File: config.mk
export PLATFORM = sky130hd
export DESIGN_NAME = bru_pipe
export DESIGN_NICKNAME = d
export VERILOG_FILES = /design/src/design/bru_pkg.sv /design/src/design/bru_ex2_if.sv /design/src/design/bru_decode.sv /design/src/design/bru_operand_fwd.sv /design/src/design/bru_resolve.sv /design/src/design/bru_pipe.sv
export VERILOG_INCLUDE_DIRS = /design/src /design/src/design
export SDC_FILE = /design/constraint.sdc
export NUM_CORES = 1
export LEC_CHECK = 0
export ABC_AREA = 1
export BUFFER_PORTS_ARGS = -buffer_cell sky130_fd_sc_hd__buf_2
export CAP_MARGIN = 10
export CORE_MARGIN = 2
export CORE_UTILIZATION = 49
export DETAILED_ROUTE_END_ITERATION = 8
export GPL_TIMING_DRIVEN = 0
export PLACE_DENSITY = 0.75
export SYNTH_ARGS = -nofsm -noshare
export SYNTH_HDL_FRONTEND = slang
export SYNTH_SLANG_ARGS = --single-unit
File: constraint.sdc
create_clock -name i_clk -period 3.3 [get_ports i_clk]
set_input_delay 0.66 -clock i_clk [delete_from_list [all_inputs] [get_ports i_clk]]
set_output_delay 0.66 -clock i_clk [all_outputs]
set_load 0.01 [all_outputs]
File: src/design/bru_params.svh
// --------------------------------------------------------------------------
// Widths and port counts of the branch resolve pipeline.
// Register data and addresses share one word, there is no separate VA width.
// Compressed instructions are not supported, so the sequential step is fixed.
// --------------------------------------------------------------------------
`ifndef BRU_PARAMS_SVH
`define BRU_PARAMS_SVH

// Register data and program counter width
`define BRU_XLEN 32

// Physical register tag, tag 0 maps to x0
`define BRU_TAG_W 6

`define BRU_WB_PORTS 2 // Write-back buses sampled in EX1

`define BRU_INST_W 32

// Next-sequential pc increment
`define BRU_PC_STEP 4

`endif

File: src/design/bru_pkg.sv
// --------------------------------------------------------------------------
// Types shared by the branch resolve pipeline.
// Decode codes are the only enums since the pipeline has no FSM.
// --------------------------------------------------------------------------
`default_nettype none

`include "bru_params.svh"

package bru_pkg;

  // ------------------------------------------------------------------------
  // Vector types
  // ------------------------------------------------------------------------
  typedef logic [`BRU_XLEN-1:0]   xlen_t;   // Register data
  typedef logic [`BRU_XLEN-1:0]   vaddr_t;  // Pc or target
  typedef logic [`BRU_TAG_W-1:0]  rtag_t;   // Tag 0 reads as zero
  typedef logic [`BRU_INST_W-1:0] inst_t;

  // ------------------------------------------------------------------------
  // Decode codes
  // ------------------------------------------------------------------------
  typedef enum logic [2:0] {
    OP_EQ,
    OP_NE,
    OP_LT,    // Signed
    OP_GE,    // Signed
    OP_LTU,
    OP_GEU,
    OP_JUMP,  // JAL and JALR
    OP_NONE
  } br_op_e;

  typedef enum logic [1:0] {
    IMM_SB,   // Conditional offset
    IMM_UJ,   // JAL offset
    IMM_I,    // JALR, rs1 plus offset
    IMM_NONE
  } imm_kind_e;

endpackage

`default_nettype wire

File: src/design/bru_ex2_if.sv
// --------------------------------------------------------------------------
// EX2 item from the stage registers to the resolver.
// No handshake, a valid item is consumed at the next clock edge.
// dead already includes a flush seen during EX2.
// --------------------------------------------------------------------------
`timescale 1ns/1ps
`default_nettype none

interface bru_ex2_if;

  logic                  valid;
  logic                  dead;
  bru_pkg::br_op_e       op;
  bru_pkg::imm_kind_e    imm_kind;
  logic                  wr_rd;        // JAL/JALR link
  bru_pkg::inst_t        inst;         // Immediates come from here
  bru_pkg::vaddr_t       pc;
  bru_pkg::xlen_t        rs1_data;
  bru_pkg::xlen_t        rs2_data;
  bru_pkg::rtag_t        rd_tag;
  logic                  pred_taken;
  bru_pkg::vaddr_t       pred_target;

  modport stage (
    output valid, dead, op, imm_kind, wr_rd, inst, pc,
           rs1_data, rs2_data, rd_tag, pred_taken, pred_target
  );

  modport resolve (
    input valid, dead, op, imm_kind, wr_rd, inst, pc,
          rs1_data, rs2_data, rd_tag, pred_taken, pred_target
  );

endinterface

`default_nettype wire

File: src/design/bru_decode.sv
// --------------------------------------------------------------------------
// EX0 branch decoder, purely combinational.
// Only RV32 BRANCH, JAL and JALR are recognized, no compressed forms.
// Anything else decodes to OP_NONE with no link write.
// --------------------------------------------------------------------------
`timescale 1ns/1ps
`default_nettype none

module bru_decode (
  input  bru_pkg::inst_t     i_inst,
  output bru_pkg::br_op_e    o_op,
  output bru_pkg::imm_kind_e o_imm_kind,
  output logic               o_is_cond,
  output logic               o_wr_rd
);

  localparam logic [6:0] OPC_BRANCH = 7'b1100011;
  localparam logic [6:0] OPC_JAL    = 7'b1101111;
  localparam logic [6:0] OPC_JALR   = 7'b1100111;

  logic [6:0] w_opcode;
  logic [2:0] w_funct3;

  assign w_opcode = i_inst[6:0];
  assign w_funct3 = i_inst[14:12];

  always_comb begin
    o_op       = bru_pkg::OP_NONE;
    o_imm_kind = bru_pkg::IMM_NONE;
    o_is_cond  = 1'b0;
    o_wr_rd    = 1'b0;
    case (w_opcode)
      OPC_BRANCH: begin
        case (w_funct3)
          3'b000:  o_op = bru_pkg::OP_EQ;
          3'b001:  o_op = bru_pkg::OP_NE;
          3'b100:  o_op = bru_pkg::OP_LT;
          3'b101:  o_op = bru_pkg::OP_GE;
          3'b110:  o_op = bru_pkg::OP_LTU;
          3'b111:  o_op = bru_pkg::OP_GEU;
          default: o_op = bru_pkg::OP_NONE;  // 010/011 reserved
        endcase
        if (o_op != bru_pkg::OP_NONE) begin
          o_imm_kind = bru_pkg::IMM_SB;
          o_is_cond  = 1'b1;
        end
      end
      OPC_JAL: begin
        o_op       = bru_pkg::OP_JUMP;
        o_imm_kind = bru_pkg::IMM_UJ;
        o_wr_rd    = 1'b1;
      end
      OPC_JALR: begin
        if (w_funct3 == 3'b000) begin
          o_op       = bru_pkg::OP_JUMP;
          o_imm_kind = bru_pkg::IMM_I;
          o_wr_rd    = 1'b1;
        end
      end
      default: ;
    endcase
  end

endmodule

`default_nettype wire

File: src/design/bru_operand_fwd.sv
// --------------------------------------------------------------------------
// EX1 operand select for one source register, combinational.
// Matching write-back entries are assumed one-hot, they are OR-ed together.
// Tag 0 is x0 and always gives zero.
// --------------------------------------------------------------------------
`timescale 1ns/1ps
`default_nettype none

`include "bru_params.svh"

module bru_operand_fwd (
  input  bru_pkg::rtag_t                      i_tag,
  input  bru_pkg::xlen_t                      i_read_data,
  input  logic [`BRU_WB_PORTS-1:0]            i_wb_valid,
  input  bru_pkg::rtag_t [`BRU_WB_PORTS-1:0]  i_wb_tag,
  input  bru_pkg::xlen_t [`BRU_WB_PORTS-1:0]  i_wb_data,
  output bru_pkg::xlen_t                      o_data
);

  logic [`BRU_WB_PORTS-1:0] w_hit;
  bru_pkg::xlen_t           w_fwd_data;
  logic                     w_is_x0;

  assign w_is_x0 = (i_tag == '0);

  // One-hot OR over the write-back buses
  always_comb begin
    w_hit      = '0;
    w_fwd_data = '0;
    for (int i = 0; i < `BRU_WB_PORTS; i++) begin
      w_hit[i]   = i_wb_valid[i] & (i_wb_tag[i] == i_tag) & ~w_is_x0;
      w_fwd_data = w_fwd_data | ({`BRU_XLEN{w_hit[i]}} & i_wb_data[i]);
    end
  end

  always_comb begin
    if (w_is_x0) begin
      o_data = '0;
    end else if (|w_hit) begin
      o_data = w_fwd_data;
    end else begin
      o_data = i_read_data;  // Register file
    end
  end

endmodule

`default_nettype wire

File: src/design/bru_resolve.sv
// --------------------------------------------------------------------------
// EX2 compare and target logic, registered into the EX3 result outputs.
// Results carry no handshake and must be taken when o_br_valid is high.
// A dead item still reports o_br_valid but never writes its link register.
// --------------------------------------------------------------------------
`timescale 1ns/1ps
`default_nettype none

`include "bru_params.svh"

module bru_resolve (
  input  logic              i_clk,
  input  logic              i_reset_n,
  bru_ex2_if.resolve        ex2,
  output logic              o_br_valid,
  output bru_pkg::vaddr_t   o_br_pc,
  output logic              o_br_taken,
  output bru_pkg::vaddr_t   o_br_target,
  output logic              o_br_mispredict,
  output logic              o_br_dead,
  output logic              o_wr_valid,
  output bru_pkg::rtag_t    o_wr_tag,
  output bru_pkg::xlen_t    o_wr_data
);

  bru_pkg::vaddr_t w_imm_sb;
  bru_pkg::vaddr_t w_imm_uj;
  bru_pkg::vaddr_t w_imm_i;
  bru_pkg::vaddr_t w_seq_pc;
  bru_pkg::vaddr_t w_jalr_sum;
  bru_pkg::vaddr_t w_jump_target;
  bru_pkg::vaddr_t w_target;
  logic            w_taken;
  logic            w_mispredict;
  logic            w_wr_valid;

  // ------------------------------------------------------------------------
  // EX2: immediates
  // ------------------------------------------------------------------------
  assign w_imm_sb = {{(`BRU_XLEN-13){ex2.inst[31]}}, ex2.inst[31], ex2.inst[7],
                     ex2.inst[30:25], ex2.inst[11:8], 1'b0};
  assign w_imm_uj = {{(`BRU_XLEN-21){ex2.inst[31]}}, ex2.inst[31], ex2.inst[19:12],
                     ex2.inst[20], ex2.inst[30:21], 1'b0};
  assign w_imm_i  = {{(`BRU_XLEN-12){ex2.inst[31]}}, ex2.inst[31:20]};

  assign w_seq_pc   = ex2.pc + bru_pkg::vaddr_t'(`BRU_PC_STEP);
  assign w_jalr_sum = ex2.rs1_data + w_imm_i;

  // ------------------------------------------------------------------------
  // EX2: direction and target
  // ------------------------------------------------------------------------
  always_comb begin
    case (ex2.op)
      bru_pkg::OP_EQ:   w_taken = (ex2.rs1_data == ex2.rs2_data);
      bru_pkg::OP_NE:   w_taken = (ex2.rs1_data != ex2.rs2_data);
      bru_pkg::OP_LT:   w_taken = ($signed(ex2.rs1_data) < $signed(ex2.rs2_data));
      bru_pkg::OP_GE:   w_taken = ($signed(ex2.rs1_data) >= $signed(ex2.rs2_data));
      bru_pkg::OP_LTU:  w_taken = (ex2.rs1_data < ex2.rs2_data);
      bru_pkg::OP_GEU:  w_taken = (ex2.rs1_data >= ex2.rs2_data);
      bru_pkg::OP_JUMP: w_taken = 1'b1;
      default:          w_taken = 1'b0;  // Not a branch
    endcase
  end

  always_comb begin
    case (ex2.imm_kind)
      bru_pkg::IMM_SB: w_jump_target = ex2.pc + w_imm_sb;
      bru_pkg::IMM_UJ: w_jump_target = ex2.pc + w_imm_uj;
      bru_pkg::IMM_I:  w_jump_target = {w_jalr_sum[`BRU_XLEN-1:1], 1'b0};
      default:         w_jump_target = w_seq_pc;
    endcase
  end

  assign w_target = w_taken ? w_jump_target : w_seq_pc;

  // Wrong direction, or right direction but wrong target
  assign w_mispredict = (w_taken != ex2.pred_taken) |
                        (w_taken & (w_target != ex2.pred_target));

  assign w_wr_valid = ex2.valid & ex2.wr_rd & (ex2.rd_tag != '0) & ~ex2.dead;

  // ------------------------------------------------------------------------
  // EX3 result registers
  // ------------------------------------------------------------------------
  always_ff @(posedge i_clk, negedge i_reset_n) begin
    if (!i_reset_n) begin
      o_br_valid <= 1'b0;
      o_wr_valid <= 1'b0;
    end else begin
      o_br_valid <= ex2.valid;
      o_wr_valid <= w_wr_valid;
    end
  end

  always_ff @(posedge i_clk) begin
    o_br_pc         <= ex2.pc;
    o_br_taken      <= w_taken;
    o_br_target     <= w_target;
    o_br_mispredict <= w_mispredict;
    o_br_dead       <= ex2.dead;
    o_wr_tag        <= ex2.rd_tag;
    o_wr_data       <= w_seq_pc;  // Link address
  end

endmodule

`default_nettype wire

File: src/design/bru_pipe.sv
// --------------------------------------------------------------------------
// Branch resolve pipeline top, EX0 decode through EX3 result.
// Fixed latency of 3 cycles from issue to result, no stall, no back-pressure.
// Register file must answer the EX1 read request in the same cycle.
// A level on i_flush kills every item in EX0 to EX2.
// --------------------------------------------------------------------------
`timescale 1ns/1ps
`default_nettype none

`include "bru_params.svh"

module bru_pipe (
  input  logic                                i_clk,
  input  logic                                i_reset_n,
  // Issue
  input  logic                                i_issue_valid,
  input  bru_pkg::inst_t                      i_issue_inst,
  input  bru_pkg::vaddr_t                     i_issue_pc,
  input  bru_pkg::rtag_t                      i_issue_rs1_tag,
  input  bru_pkg::rtag_t                      i_issue_rs2_tag,
  input  bru_pkg::rtag_t                      i_issue_rd_tag,
  input  logic                                i_issue_pred_taken,
  input  bru_pkg::vaddr_t                     i_issue_pred_target,
  // Register read
  output logic                                o_rs1_read_valid,
  output bru_pkg::rtag_t                      o_rs1_read_tag,
  output logic                                o_rs2_read_valid,
  output bru_pkg::rtag_t                      o_rs2_read_tag,
  input  bru_pkg::xlen_t                      i_rs1_read_data,
  input  bru_pkg::xlen_t                      i_rs2_read_data,
  // Write-back buses
  input  logic [`BRU_WB_PORTS-1:0]            i_wb_valid,
  input  bru_pkg::rtag_t [`BRU_WB_PORTS-1:0]  i_wb_tag,
  input  bru_pkg::xlen_t [`BRU_WB_PORTS-1:0]  i_wb_data,
  input  logic                                i_flush,
  // Results
  output logic                                o_br_valid,
  output bru_pkg::vaddr_t                     o_br_pc,
  output logic                                o_br_taken,
  output bru_pkg::vaddr_t                     o_br_target,
  output logic                                o_br_mispredict,
  output logic                                o_br_dead,
  output logic                                o_wr_valid,
  output bru_pkg::rtag_t                      o_wr_tag,
  output bru_pkg::xlen_t                      o_wr_data
);

  // EX0
  logic               r_ex0_valid;
  bru_pkg::inst_t     r_ex0_inst;
  bru_pkg::vaddr_t    r_ex0_pc;
  bru_pkg::rtag_t     r_ex0_rs1_tag;
  bru_pkg::rtag_t     r_ex0_rs2_tag;
  bru_pkg::rtag_t     r_ex0_rd_tag;
  logic               r_ex0_pred_taken;
  bru_pkg::vaddr_t    r_ex0_pred_target;
  bru_pkg::br_op_e    w_ex0_op;
  bru_pkg::imm_kind_e w_ex0_imm_kind;
  logic               w_ex0_is_cond;
  logic               w_ex0_wr_rd;
  // EX1
  logic               r_ex1_valid;
  logic               r_ex1_dead;
  bru_pkg::br_op_e    r_ex1_op;
  bru_pkg::imm_kind_e r_ex1_imm_kind;
  logic               r_ex1_is_cond;
  logic               r_ex1_wr_rd;
  bru_pkg::inst_t     r_ex1_inst;
  bru_pkg::vaddr_t    r_ex1_pc;
  bru_pkg::rtag_t     r_ex1_rs1_tag;
  bru_pkg::rtag_t     r_ex1_rs2_tag;
  bru_pkg::rtag_t     r_ex1_rd_tag;
  logic               r_ex1_pred_taken;
  bru_pkg::vaddr_t    r_ex1_pred_target;
  bru_pkg::xlen_t     w_ex1_rs1_data;
  bru_pkg::xlen_t     w_ex1_rs2_data;
  // EX2
  logic               r_ex2_dead;

  bru_ex2_if ex2_if ();

  // ------------------------------------------------------------------------
  // EX0: issue register and decode
  // ------------------------------------------------------------------------
  always_ff @(posedge i_clk) begin
    r_ex0_inst        <= i_issue_inst;
    r_ex0_pc          <= i_issue_pc;
    r_ex0_rs1_tag     <= i_issue_rs1_tag;
    r_ex0_rs2_tag     <= i_issue_rs2_tag;
    r_ex0_rd_tag      <= i_issue_rd_tag;
    r_ex0_pred_taken  <= i_issue_pred_taken;
    r_ex0_pred_target <= i_issue_pred_target;
  end

  bru_decode u_decode (
    .i_inst     (r_ex0_inst),
    .o_op       (w_ex0_op),
    .o_imm_kind (w_ex0_imm_kind),
    .o_is_cond  (w_ex0_is_cond),
    .o_wr_rd    (w_ex0_wr_rd)
  );

  // ------------------------------------------------------------------------
  // EX1: register read and forwarding
  // ------------------------------------------------------------------------
  always_ff @(posedge i_clk) begin
    r_ex1_op          <= w_ex0_op;
    r_ex1_imm_kind    <= w_ex0_imm_kind;
    r_ex1_is_cond     <= w_ex0_is_cond;
    r_ex1_wr_rd       <= w_ex0_wr_rd;
    r_ex1_inst        <= r_ex0_inst;
    r_ex1_pc          <= r_ex0_pc;
    r_ex1_rs1_tag     <= r_ex0_rs1_tag;
    r_ex1_rs2_tag     <= r_ex0_rs2_tag;
    r_ex1_rd_tag      <= r_ex0_rd_tag;
    r_ex1_pred_taken  <= r_ex0_pred_taken;
    r_ex1_pred_target <= r_ex0_pred_target;
  end

  assign o_rs1_read_valid = r_ex1_valid;
  assign o_rs1_read_tag   = r_ex1_rs1_tag;
  assign o_rs2_read_valid = r_ex1_valid;
  assign o_rs2_read_tag   = r_ex1_rs2_tag;

  bru_operand_fwd u_rs1_fwd (
    .i_tag       (r_ex1_rs1_tag),
    .i_read_data (i_rs1_read_data),
    .i_wb_valid  (i_wb_valid),
    .i_wb_tag    (i_wb_tag),
    .i_wb_data   (i_wb_data),
    .o_data      (w_ex1_rs1_data)
  );

  bru_operand_fwd u_rs2_fwd (
    .i_tag       (r_ex1_rs2_tag),
    .i_read_data (i_rs2_read_data),
    .i_wb_valid  (i_wb_valid),
    .i_wb_tag    (i_wb_tag),
    .i_wb_data   (i_wb_data),
    .o_data      (w_ex1_rs2_data)
  );

  // ------------------------------------------------------------------------
  // EX2 stage register, feeds the resolver through ex2_if
  // ------------------------------------------------------------------------
  always_ff @(posedge i_clk) begin
    ex2_if.op          <= r_ex1_op;
    ex2_if.imm_kind    <= r_ex1_imm_kind;
    ex2_if.wr_rd       <= r_ex1_wr_rd;
    ex2_if.inst        <= r_ex1_inst;
    ex2_if.pc          <= r_ex1_pc;
    ex2_if.rs1_data    <= w_ex1_rs1_data;
    ex2_if.rs2_data    <= r_ex1_is_cond ? w_ex1_rs2_data : '0;  // Only compares need rs2
    ex2_if.rd_tag      <= r_ex1_rd_tag;
    ex2_if.pred_taken  <= r_ex1_pred_taken;
    ex2_if.pred_target <= r_ex1_pred_target;
  end

  // Valid and dead chain, flush accumulates per stage
  always_ff @(posedge i_clk, negedge i_reset_n) begin
    if (!i_reset_n) begin
      r_ex0_valid  <= 1'b0;
      r_ex1_valid  <= 1'b0;
      r_ex1_dead   <= 1'b0;
      ex2_if.valid <= 1'b0;
      r_ex2_dead   <= 1'b0;
    end else begin
      r_ex0_valid  <= i_issue_valid;
      r_ex1_valid  <= r_ex0_valid;
      r_ex1_dead   <= r_ex0_valid & i_flush;
      ex2_if.valid <= r_ex1_valid;
      r_ex2_dead   <= r_ex1_dead | (r_ex1_valid & i_flush);
    end
  end

  assign ex2_if.dead = r_ex2_dead | (ex2_if.valid & i_flush);

  bru_resolve u_resolve (
    .i_clk           (i_clk),
    .i_reset_n       (i_reset_n),
    .ex2             (ex2_if.resolve),
    .o_br_valid      (o_br_valid),
    .o_br_pc         (o_br_pc),
    .o_br_taken      (o_br_taken),
    .o_br_target     (o_br_target),
    .o_br_mispredict (o_br_mispredict),
    .o_br_dead       (o_br_dead),
    .o_wr_valid      (o_wr_valid),
    .o_wr_tag        (o_wr_tag),
    .o_wr_data       (o_wr_data)
  );

endmodule

`default_nettype wire

Word level (Yosys, flattened, before mapping)
Cells that the tools add are included.
{"block": "classes", "n_reduce_logical": 9, "bitwise_logic": 28, "order_cmp": 4, "add_sub_neg": 4, "n_eq_ne": 25, "n_mux": 15}
{"cell": "AND 32 bit", "n": 4}
{"cell": "adder 32 bit", "n": 3}
{"cell": "two-way mux 32 bit", "n": 3}
{"cell": "case mux 32 bit (3 select lines)", "n": 1}
{"cell": "greater-or-equal comparator 32 bit", "n": 2}
{"cell": "less-than comparator 32 bit", "n": 2}
{"cell": "!= test 32 bit", "n": 2}
{"cell": "OR 32 bit", "n": 2}
{"cell": "adder 32 x 3 -> 32 bit, second input constant", "n": 1}
{"cell": "== test 32 bit", "n": 1}
{"cell": "== test 6 bit", "n": 4}
{"cell": "== test 3 bit, second input constant", "n": 7}
{"cell": "== test 7 bit, second input constant", "n": 3}
{"cell": "case mux 3 bit (6 select lines)", "n": 1}
{"cell": "AND 1 bit", "n": 15}
{"cell": "zero test 6 bit", "n": 2}
{"cell": "case mux 3 bit (3 select lines)", "n": 1}
{"cell": "case mux 1 bit (7 select lines)", "n": 1}
{"cell": "== test 3 x 1 -> 1 bit, second input constant", "n": 2}
{"cell": "== test 3 x 2 -> 1 bit, second input constant", "n": 2}
{"cell": "zero test 3 bit", "n": 2}
{"cell": "case mux 2 bit (3 select lines)", "n": 1}
{"cell": "nonzero test 6 bit", "n": 1}
{"cell": "OR reduction 2 bit", "n": 3}
{"cell": "other kinds (11)", "n": 19}
{"block": "totals", "out_inout_bits": 121, "input_bits": 261, "word_cells": 127, "register_bits": 522}

Logic depth before layout (Yosys ltp)
Gate-level depths: netlist (run 1).
{"block": "depth", "word_depth": 6, "mapped_depth": 29, "ltp_nobuf": 29}

By module
A second synthesis (run 1) with hierarchy kept.
{"block": "unflattened", "hier_cells": 2615, "hier_area_um2": 20822.5}
{"module": "bru_resolve", "n_inst": 1, "cells_each": 1460, "seq_area_each_um2": 2112.0, "area_per_inst_um2": 9228.9}
{"module": "bru_pipe", "n_inst": 1, "cells_each": 491, "seq_area_each_um2": 8333.0, "area_per_inst_um2": 8644.5}
{"module": "bru_operand_fwd", "n_inst": 2, "cells_each": 316, "seq_area_each_um2": 0.0, "area_per_inst_um2": 1385.1}
{"module": "bru_decode", "n_inst": 1, "cells_each": 32, "seq_area_each_um2": 0.0, "area_per_inst_um2": 178.9}

Worst setup path before layout (run 1)
OpenSTA, ideal clock, no wires.
{"block": "synth_timing", "kind": "register -> register", "startpoint": "register ex2_if.imm_kind[1]", "endpoint": "register u_resolve.o_br_mispredict", "path_stages_with_launch": 29, "setup_slack_ns": -0.270, "path_buffers": 2, "setup_time_ns": 0.113, "t_required_ns": 3.187, "synth_period_minus_slack_ns": 3.570, "arrival_time_ns": 3.457, "cell_sequence": "dfxtp_1 -> inv_1 -> clkbuf_1 -> nand2_1 -> clkbuf_1 -> o21ai_0 -> inv_1 -> fa_1 -> inv_1 -> nand3_1 -> nand2_1 -> a21boi_0 -> o21ai_0 -> nand2_1 -> nand2_1 -> nand2_1 -> nand2_1 -> nand2_1 -> nand3_1 -> nand2_1 -> nand3b_2 -> nand2_2 -> nand2_1 -> nand2_1 -> nand2_1 -> nor2_1 -> nand2_1 -> nor2_1 -> nor2_1"}
{"block": "synth_between", "elab_chain_len": 6, "elab_cells_between_ends": 8, "cone_classes": "eq/ne (3); mux (2); bitwise (2); reduce/logical (1)"}
{"element": "start: declaration", "line_no": "bru_ex2_if.sv:14", "rtl": "bru_pkg::imm_kind_e imm_kind;"}
{"element": "start signal: assignment", "line_no": "bru_pipe.sv:148", "rtl": "ex2_if.imm_kind <= r_ex1_imm_kind;"}
{"element": "== test 2 bit (tied with other cells)", "line_no": "bru_resolve.sv:66", "rtl": "case (ex2.imm_kind)"}
{"element": "case mux 32 bit (3 select lines) (*)", "line_no": "bru_resolve.sv:66"}
{"element": "two-way mux 32 bit (*)", "line_no": "bru_resolve.sv:74", "rtl": "assign w_target = w_taken ? w_jump_target : w_seq_pc;"}
{"element": "!= test 32 bit (*)", "line_no": "bru_resolve.sv:78", "rtl": "(w_taken & (w_target != ex2.pred_target));"}
{"element": "AND 1 bit (*)", "line_no": "bru_resolve.sv:78"}
{"element": "OR 1 bit (*)", "line_no": "bru_resolve.sv:77", "rtl": "assign w_mispredict = (w_taken != ex2.pred_taken) |"}
{"element": "named net u_resolve.w_mispredict", "line_no": "bru_resolve.sv:34", "rtl": "logic w_mispredict;"}
{"element": "end signal: assignment", "line_no": "bru_resolve.sv:99", "rtl": "o_br_mispredict <= w_mispredict;"}
{"element": "end: declaration", "line_no": "bru_resolve.sv:19", "rtl": "output logic o_br_mispredict,"}
Mark *: on every way through the listed nets, which the timed path passes. The rest lies on a longest branch.
A chain may end at the register's enable or synchronous reset.

Worst setup path in the final report (run 1)
Ends and elaborated chain as after synthesis.

==> metrics, run 1 <==
Final #Nets 3023; GRT busiest layer met2; total power draw between 10 and 15 mW; critical path launch point type flip-flop; Post-Layout Inst Area between 20000 and 25000 um2; pin count of the biggest net entering global routing 19; static leakage 11.2 nW; IO Count between 300 and 400; Die Footprint ~40000 um2; VDD IR-drop max between 0.4 and 0.5 mV; Root Buffer clkbuf_16; Cell Rows between 70 and 80; CP Max Fanout 10; Switching Fraction 25.5%; core area ~38000 um2; main area contributors after synthesis dfxtp_1 53%, nand2_1 11%, ha_1 6.1%, inv_1 4.3%, nand3_1 3.9%; internal power between 10 and 15 mW; diode count 0; CTS tree built; worst-margin pin slew between 1000 and 1500 ps; remaining global-route overflow 0; EDFF count, synth 0; initial antenna violation count 4; Yosys top cell area share a little over half; Netlist Area Pre-Place around 19000 um2; total number of vias approximately 17000; fraction of registers with async set/reset ~1.4%; Final Hold Viols 0; Comb power frac between 10% and 20%; Clock Latency Late Sink just under 600 ps; top_reg_cell synth dfxtp_1; Setup Skew 24.5 ps; max-cap violations 0; Slew Limit Fails 0; clk slew on worst S/H paths approximately 60 ps; endpoint class of the critical path flip-flop; relative slew slack between 30% and 40%; Critical Path RT about 3800 ps; count of cell types in the netlist 56; share of post-route cells with drive strength above 1 22.2%; routability cong. roughly 0.95; register area share after synthesis a little over half; unrepaired setup endpoints after global routing yes; dpl hpwl between 40000 and 50000 um; Setup Total Neg Slack -300 ps; list of most frequent post-synthesis cells 539 x nand2_1, 499 x dfxtp_1, 218 x inv_1; Post-Layout Cell Count 3223; number of I/O port buffers between 300 and 400; die width ~200 um; total nets after synthesis around 2600; GR Util met2 between 50% and 60%; Initial DRC Count 1050; Tmin final around 3600 ps; worst setup path startpoint ex2_if.imm_kind[1]$_DFF_P_; Hold Path Class in -> reg; grt met1 use a little over a third; P&R area growth vs syn 24.7%; PD cells about 580 nW/um2; outcome finished, violations left; Placed Area between 20000 and 25000 um2; RR Startpoint ex2_if.imm_kind[1]$_DFF_P_; Synth area leader dfxtp_1; Via density 5.25; final setup margin -300 ps; Ys Warns 0; Setup CP Type reg -> reg; first-pass GRT wire length between 90000 and 100000 um; initial core utilization 49.4%; final hold slack 169 ps; endpoints failing setup 1; H-tree levels 2; Net Sw Power between 3 and 4 mW; CP arrival 4080 ps; Avg Inst Size Synth approximately 8.5 um2; Seq pwr share ~48%; Chip Height about 200 um; Routed Wire Length around 61000 um; Layout fillers 3324; routed len/inst roughly 19 um; number of buffers created by CTS 47; Clock Tree Buf Depth 3; # clock sinks 506; vias in the first global route approximately 17000; ANT nets after route 0; Final Cycle Share 109%; total track usage around 30%; Clock power frac between 30 and 40%; f_max 278 MHz; synthesis-stage register bit count slightly above 500; most common cell in the netlist nand2_1; hold path startpoint i_issue_pc[29]; Synth Instances about 2200; failing checks negative setup slack; DRC Markers 0; Pre-antenna DRT Iters 6; met3 track demand over resource between 5 and 6%; Inst Count DP 3125
## cell families (layout without fill, tap and decap cells)
group / Yosys count / count (layout) / synth area share (%)
DFF: 506 / 506 / 53.5
xor gates and xnor gates: 38 / 38 / 1.79
AOI/OAI and AO/OA: 361 / 361 / 10.9
buffers and inverters: 265 / 744 / 5.47
muxes: 4 / 4 / 0.237
adders and majority gates: 95 / 95 / 6.34
and+or+nand+nor: 957 / 957 / 21.7
## stage by stage
stage	util, %	setup WS [ps]
floorplan	-	27.1
global placement	56.0	-1500
detailed placement	56.0	-1610
CTS	61.0	-210
global route	61.6	-466
finish	61.6	-300
## cells in the final DEF, fill, tap and decap left out, types with 8 or more instances in the layout
master / instances
a21o_1: 10
a21oi_1: 137
a21oi_2: 8
a22oi_1: 8
a31oi_1: 38
buf_2: 383
buf_4: 11
clkbuf_1: 36
clkbuf_16: 50
clkbuf_8: 10
clkinv_2: 9
dfxtp_1: 495
ha_1: 83
inv_1: 214
nand2_1: 520
nand2_2: 25
nand3_1: 137
nand3_2: 10
nand3b_1: 20
nand4_1: 22
nor2_1: 153
nor2_2: 11
nor3_1: 22
o21a_1: 12
o21ai_0: 73
o21ai_1: 9
o22ai_1: 32
or2_2: 8
xnor2_1: 13
xor2_1: 23
## per-layer routing
| metal | up-vias | wire length, um |
|---|---|---|
| met5 | - | 33 |
| met4 | 6 | 3140 |
| met3 | 155 | 4210 |
| met2 | 714 | 29600 |
| met1 | 7805 | 24300 |
| li1 | 8226 | - |
## path summary, 6_finish.rpt
path                                                           to  slack [ps]  depth (start not counted)
worst min-delay path                         r_ex0_pc[29]$_DFF_P_         170                          1
max in group asynchronous                  ex2_if.valid$_DFF_PN0_        2710                          2
min in group asynchronous          u_resolve.o_br_valid$_DFF_PN0_         430                          2
worst max-delay path            u_resolve.o_br_mispredict$_DFF_P_        -300                         15
worst min register to register             r_ex1_inst[18]$_DFF_P_         320                          0
worst max register to register  u_resolve.o_br_mispredict$_DFF_P_        -300                         15
## power by group through the flow
| stage | clock network (mW) | logic, mW | registers, mW |
|---|---|---|---|
| floorplan | 0 | 0.888 | 6.72 |
| global placement | 0 | 1.49 | 6.74 |
| detailed placement | 0 | 1.51 | 6.75 |
| CTS | 5.53 | 1.58 | 6.62 |
| global route | 5.80 | 1.81 | 6.65 |
| finish | 5.44 | 1.64 | 6.62 |
## timing repair
| action | in CTS | in global routing |
|---|---|---|
| hold endpoints to repair | 7 | 0 |
| pin swaps | 13 | 13 |
| endpoints found under the setup margin | 29 | 2 |
| hold buffers | 1 | 0 |
| resized for setup | 66 | 43 |
| cloned | 0 | 1 |
| buffers inserted | 6 | 3 |
## worst max-delay path, cell delays in order, from the launching register on
cell and delay [ps]:
dfxtp_4 400, inv_4 50, buf_4 150, nor2_1 520
clkinv_1 470, clkbuf_1 380, o22ai_1 530, o22ai_1 280
nand3b_1 140, nand2_1 60, nor2_1 90, nand2_1 100
nor2_1 110, nand2_1 60, nor2_1 100, nor2_1 50
## cell type report
type                            count  area [um2]  area share (%)
Inverter                          221         832            3.51
Timing Repair Buffer              392        2030            8.57
Clock inverter                     23         233           0.983
Tap cell                          518         648            2.74
Multi-Input combinational cell   1455        8160            34.5
Sequential cell                   506       10200            43.0
Clock buffer                       64        1360            5.75
Buffer                             44         241            1.02
No activity file was read; power rests on OpenSTA's default activity.
==> inputs of run 2 (changes only) <==
GPL_TIMING_DRIVEN = 1   (was 0)
==> run 2 against run 1 <==
  * The flow still finishes with violations (negative setup slack)
  * Power rose by 1.7%
  * Routed wire length fell by 1.3%
  * Cell area up 4.8%
  * Via count is 2.8% higher
  * Sequential power hardly changed
  * Setup slack better by 260 ps
  * Combinational power rose by 14%
==> metrics, run 2 (synthesized netlist as in run 1, its figures left out) <==
number of buffers created by CTS 49 (+4.3%); highest routing layer actually used met5; endpoint class of the critical path flip-flop; IO Count 382 (unchanged); Slew Limit Fails 0 (unchanged); Setup CP Type reg -> reg; Final Hold Viols 0 (unchanged); CTS tree built; Die Footprint 40400 um2 (unchanged); most frequent cells in the layout 507 x nand2_1, 495 x dfxtp_1, 381 x buf_2; share of post-route cells with drive strength above 1 27.6% (+5.4 points); final setup margin -41.0 ps (+259 ps); critical path launch point type flip-flop; pin count of the biggest net entering global routing 33 (+14); Initial DRC Count 1288 (+23%); Chip Height 201 um (unchanged); static leakage 11.9 nW (+6.5%); Post-Layout Inst Area 24800 um2 (+4.8%); outcome finished, violations left; CP Max Fanout 4 (-6); ANT nets after route 0 (unchanged); total track usage 29.3% (-0.67 points); Cell Rows 72 (unchanged); Layout fillers 3218 (-3.2%); # clock sinks 506 (unchanged); core area 38500 um2 (unchanged); routed len/inst 18.1 um (-4.9%); Clock Latency Late Sink 600 ps (about the same); commonest non-fill, non-tap cell in the layout nand2_1; dpl hpwl 48200 um (-1.3%); CP dominant cell by count nand2_2; internal power 10.4 mW (+1.5%); Setup Skew 24.9 ps (+0.348 ps); Metal-1 WL 24500 um (+0.73%); total number of vias 17400 (+2.8%); Seq pwr share 47.4% (-0.9 points); Final Cycle Share 101% (-7.9 points); Post-Route Utilization 64.5% (+2.9 points); Pre-antenna DRT Iters 8 (+2); DR WL met3 4210 um (about the same); relative slew slack 21.8% (-8.9 points); Final #Nets 3142 (+3.9%); Placed Area 22500 um2 (+4.5%); initial core utilization 49.4% (unchanged); Crit-path slowest cell dfxtp_2; Comb power frac 13.4% (+1.4 points); f_max 299 MHz (+7.8%); vias in the first global route 17300 (+1.5%); Net Sw Power 3.57 mW (+2.1%); clk slew on worst S/H paths 70 ps (about the same); failing checks negative setup slack; H-tree levels 2 (unchanged); worst-margin pin slew 1170 ps (+138 ps); met2 wire length 28900 um (-2.4%); CP arrival 3840 ps (-240 ps); die width 201 um (unchanged); Tmin final 3340 ps (-259 ps); Inst Count DP 3229 (+3.3%); remaining global-route overflow 0 (unchanged); Clock power frac 39.1% (-0.6 points); number of I/O port buffers 381 (unchanged); unrepaired setup endpoints after global routing yes; first-pass GRT wire length 92600 um (-0.56%); VDD IR-drop max 0.521 mV (+14%); max-cap violations 0 (unchanged); Hold Path Class in -> reg; Buf/Inv on CP 3 (-1); Post-Layout Cell Count 3343 (+3.7%); Critical Path RT 3800 ps (+20 ps); Via density 5.20 (-0.91%); Crit path largest cell delay 330 ps (-200 ps); Switching Fraction 25.6% (+0.12 points); initial antenna violation count 3 (-1); Root Buffer clkbuf_16; P&R area growth vs syn 30.6%; final hold slack 163 ps (-5.73 ps); Clock Tree Buf Depth 3 (unchanged); PD cells 562 nW/um2 (-3.0%); total power draw 13.9 mW (+1.7%); routability cong. 0.954 (+0.77%); DRC Markers 0 (unchanged); family with the most delay on the worst path simple AND/OR/NAND/NOR gates; endpoints failing setup 1 (unchanged); Routed Wire Length 60500 um (-1.3%)
## run 2: worst paths after layout
kind	startpoint	to	slack, ps	depth (start not counted)
hold reg to reg	r_ex0_pred_target[14]$_DFF_P_	r_ex1_pred_target[14]$_DFF_P_	320	0
setup / recovery	ex2_if.imm_kind[1]$_DFF_P_	u_resolve.o_br_mispredict$_DFF_P_	-40	27
max in group asynchronous	i_reset_n	u_resolve.o_br_valid$_DFF_PN0_	2710	2
hold / removal	i_issue_rs1_tag[0]	r_ex0_rs1_tag[0]$_DFF_P_	160	1
min in group asynchronous	i_reset_n	u_resolve.o_wr_valid$_DFF_PN0_	430	2
setup reg to reg	ex2_if.imm_kind[1]$_DFF_P_	u_resolve.o_br_mispredict$_DFF_P_	-40	27
## run 2: per-layer routing
metal | track usage, % | up-vias
met4 | 13.1 | 4
met2 | 51.8 | 763
met5 | 0 | -
li1 | - | 8460
met3 | 4.53 | 156
met1 | 35.1 | 7993
## run 2: power by group through the flow
stage               logic [mW]  registers (mW)  clock network [mW]
global placement          1.70            6.73                   0
global route              2.06            6.63                5.80
detailed placement        1.72            6.74                   0
finish                    1.87            6.61                5.45
CTS                       1.78            6.61                5.56
floorplan                0.888            6.72                   0
## run 2: what timing repair did
item,CTS,global route
hold endpoints to repair,7,0
gates resized for setup,61,73
setup buffers,5,18
hold buffers,1,0
setup endpoints to repair,1,1
pin swaps,25,56
## run 2: cell type report
class | instances | area, um2 | area share, %
sequential | 506 | 10200 | 41.0
multi-input combinational | 1455 | 8280 | 33.4
timing repair buffer | 553 | 3270 | 13.2
clock buffer | 66 | 1390 | 5.60
inverter | 221 | 830 | 3.34
tap | 518 | 648 | 2.61
clock inverter | 23 | 213 | 0.857
antenna | 1 | 2.50 | 0.0101
## run 2: stage by stage
step / setup WS, ps / TNS (ps)
after floorplan: 27.1 / 0
after global placement: -216 / -216
after detailed placement: -253 / -253
after CTS: 1.07 / 0
after global routing: -189 / -189
final: -41.0 / -41.0
## run 2: worst reg2reg max path, delay by kind of cell (launching register included)
family	cells	cell delay [ps]
AND/OR/NAND/NOR	22	1990
flip-flops	1	330
buffers and inverters	3	320
multiplexers	1	320
adder cells (fa/ha/maj)	1	280
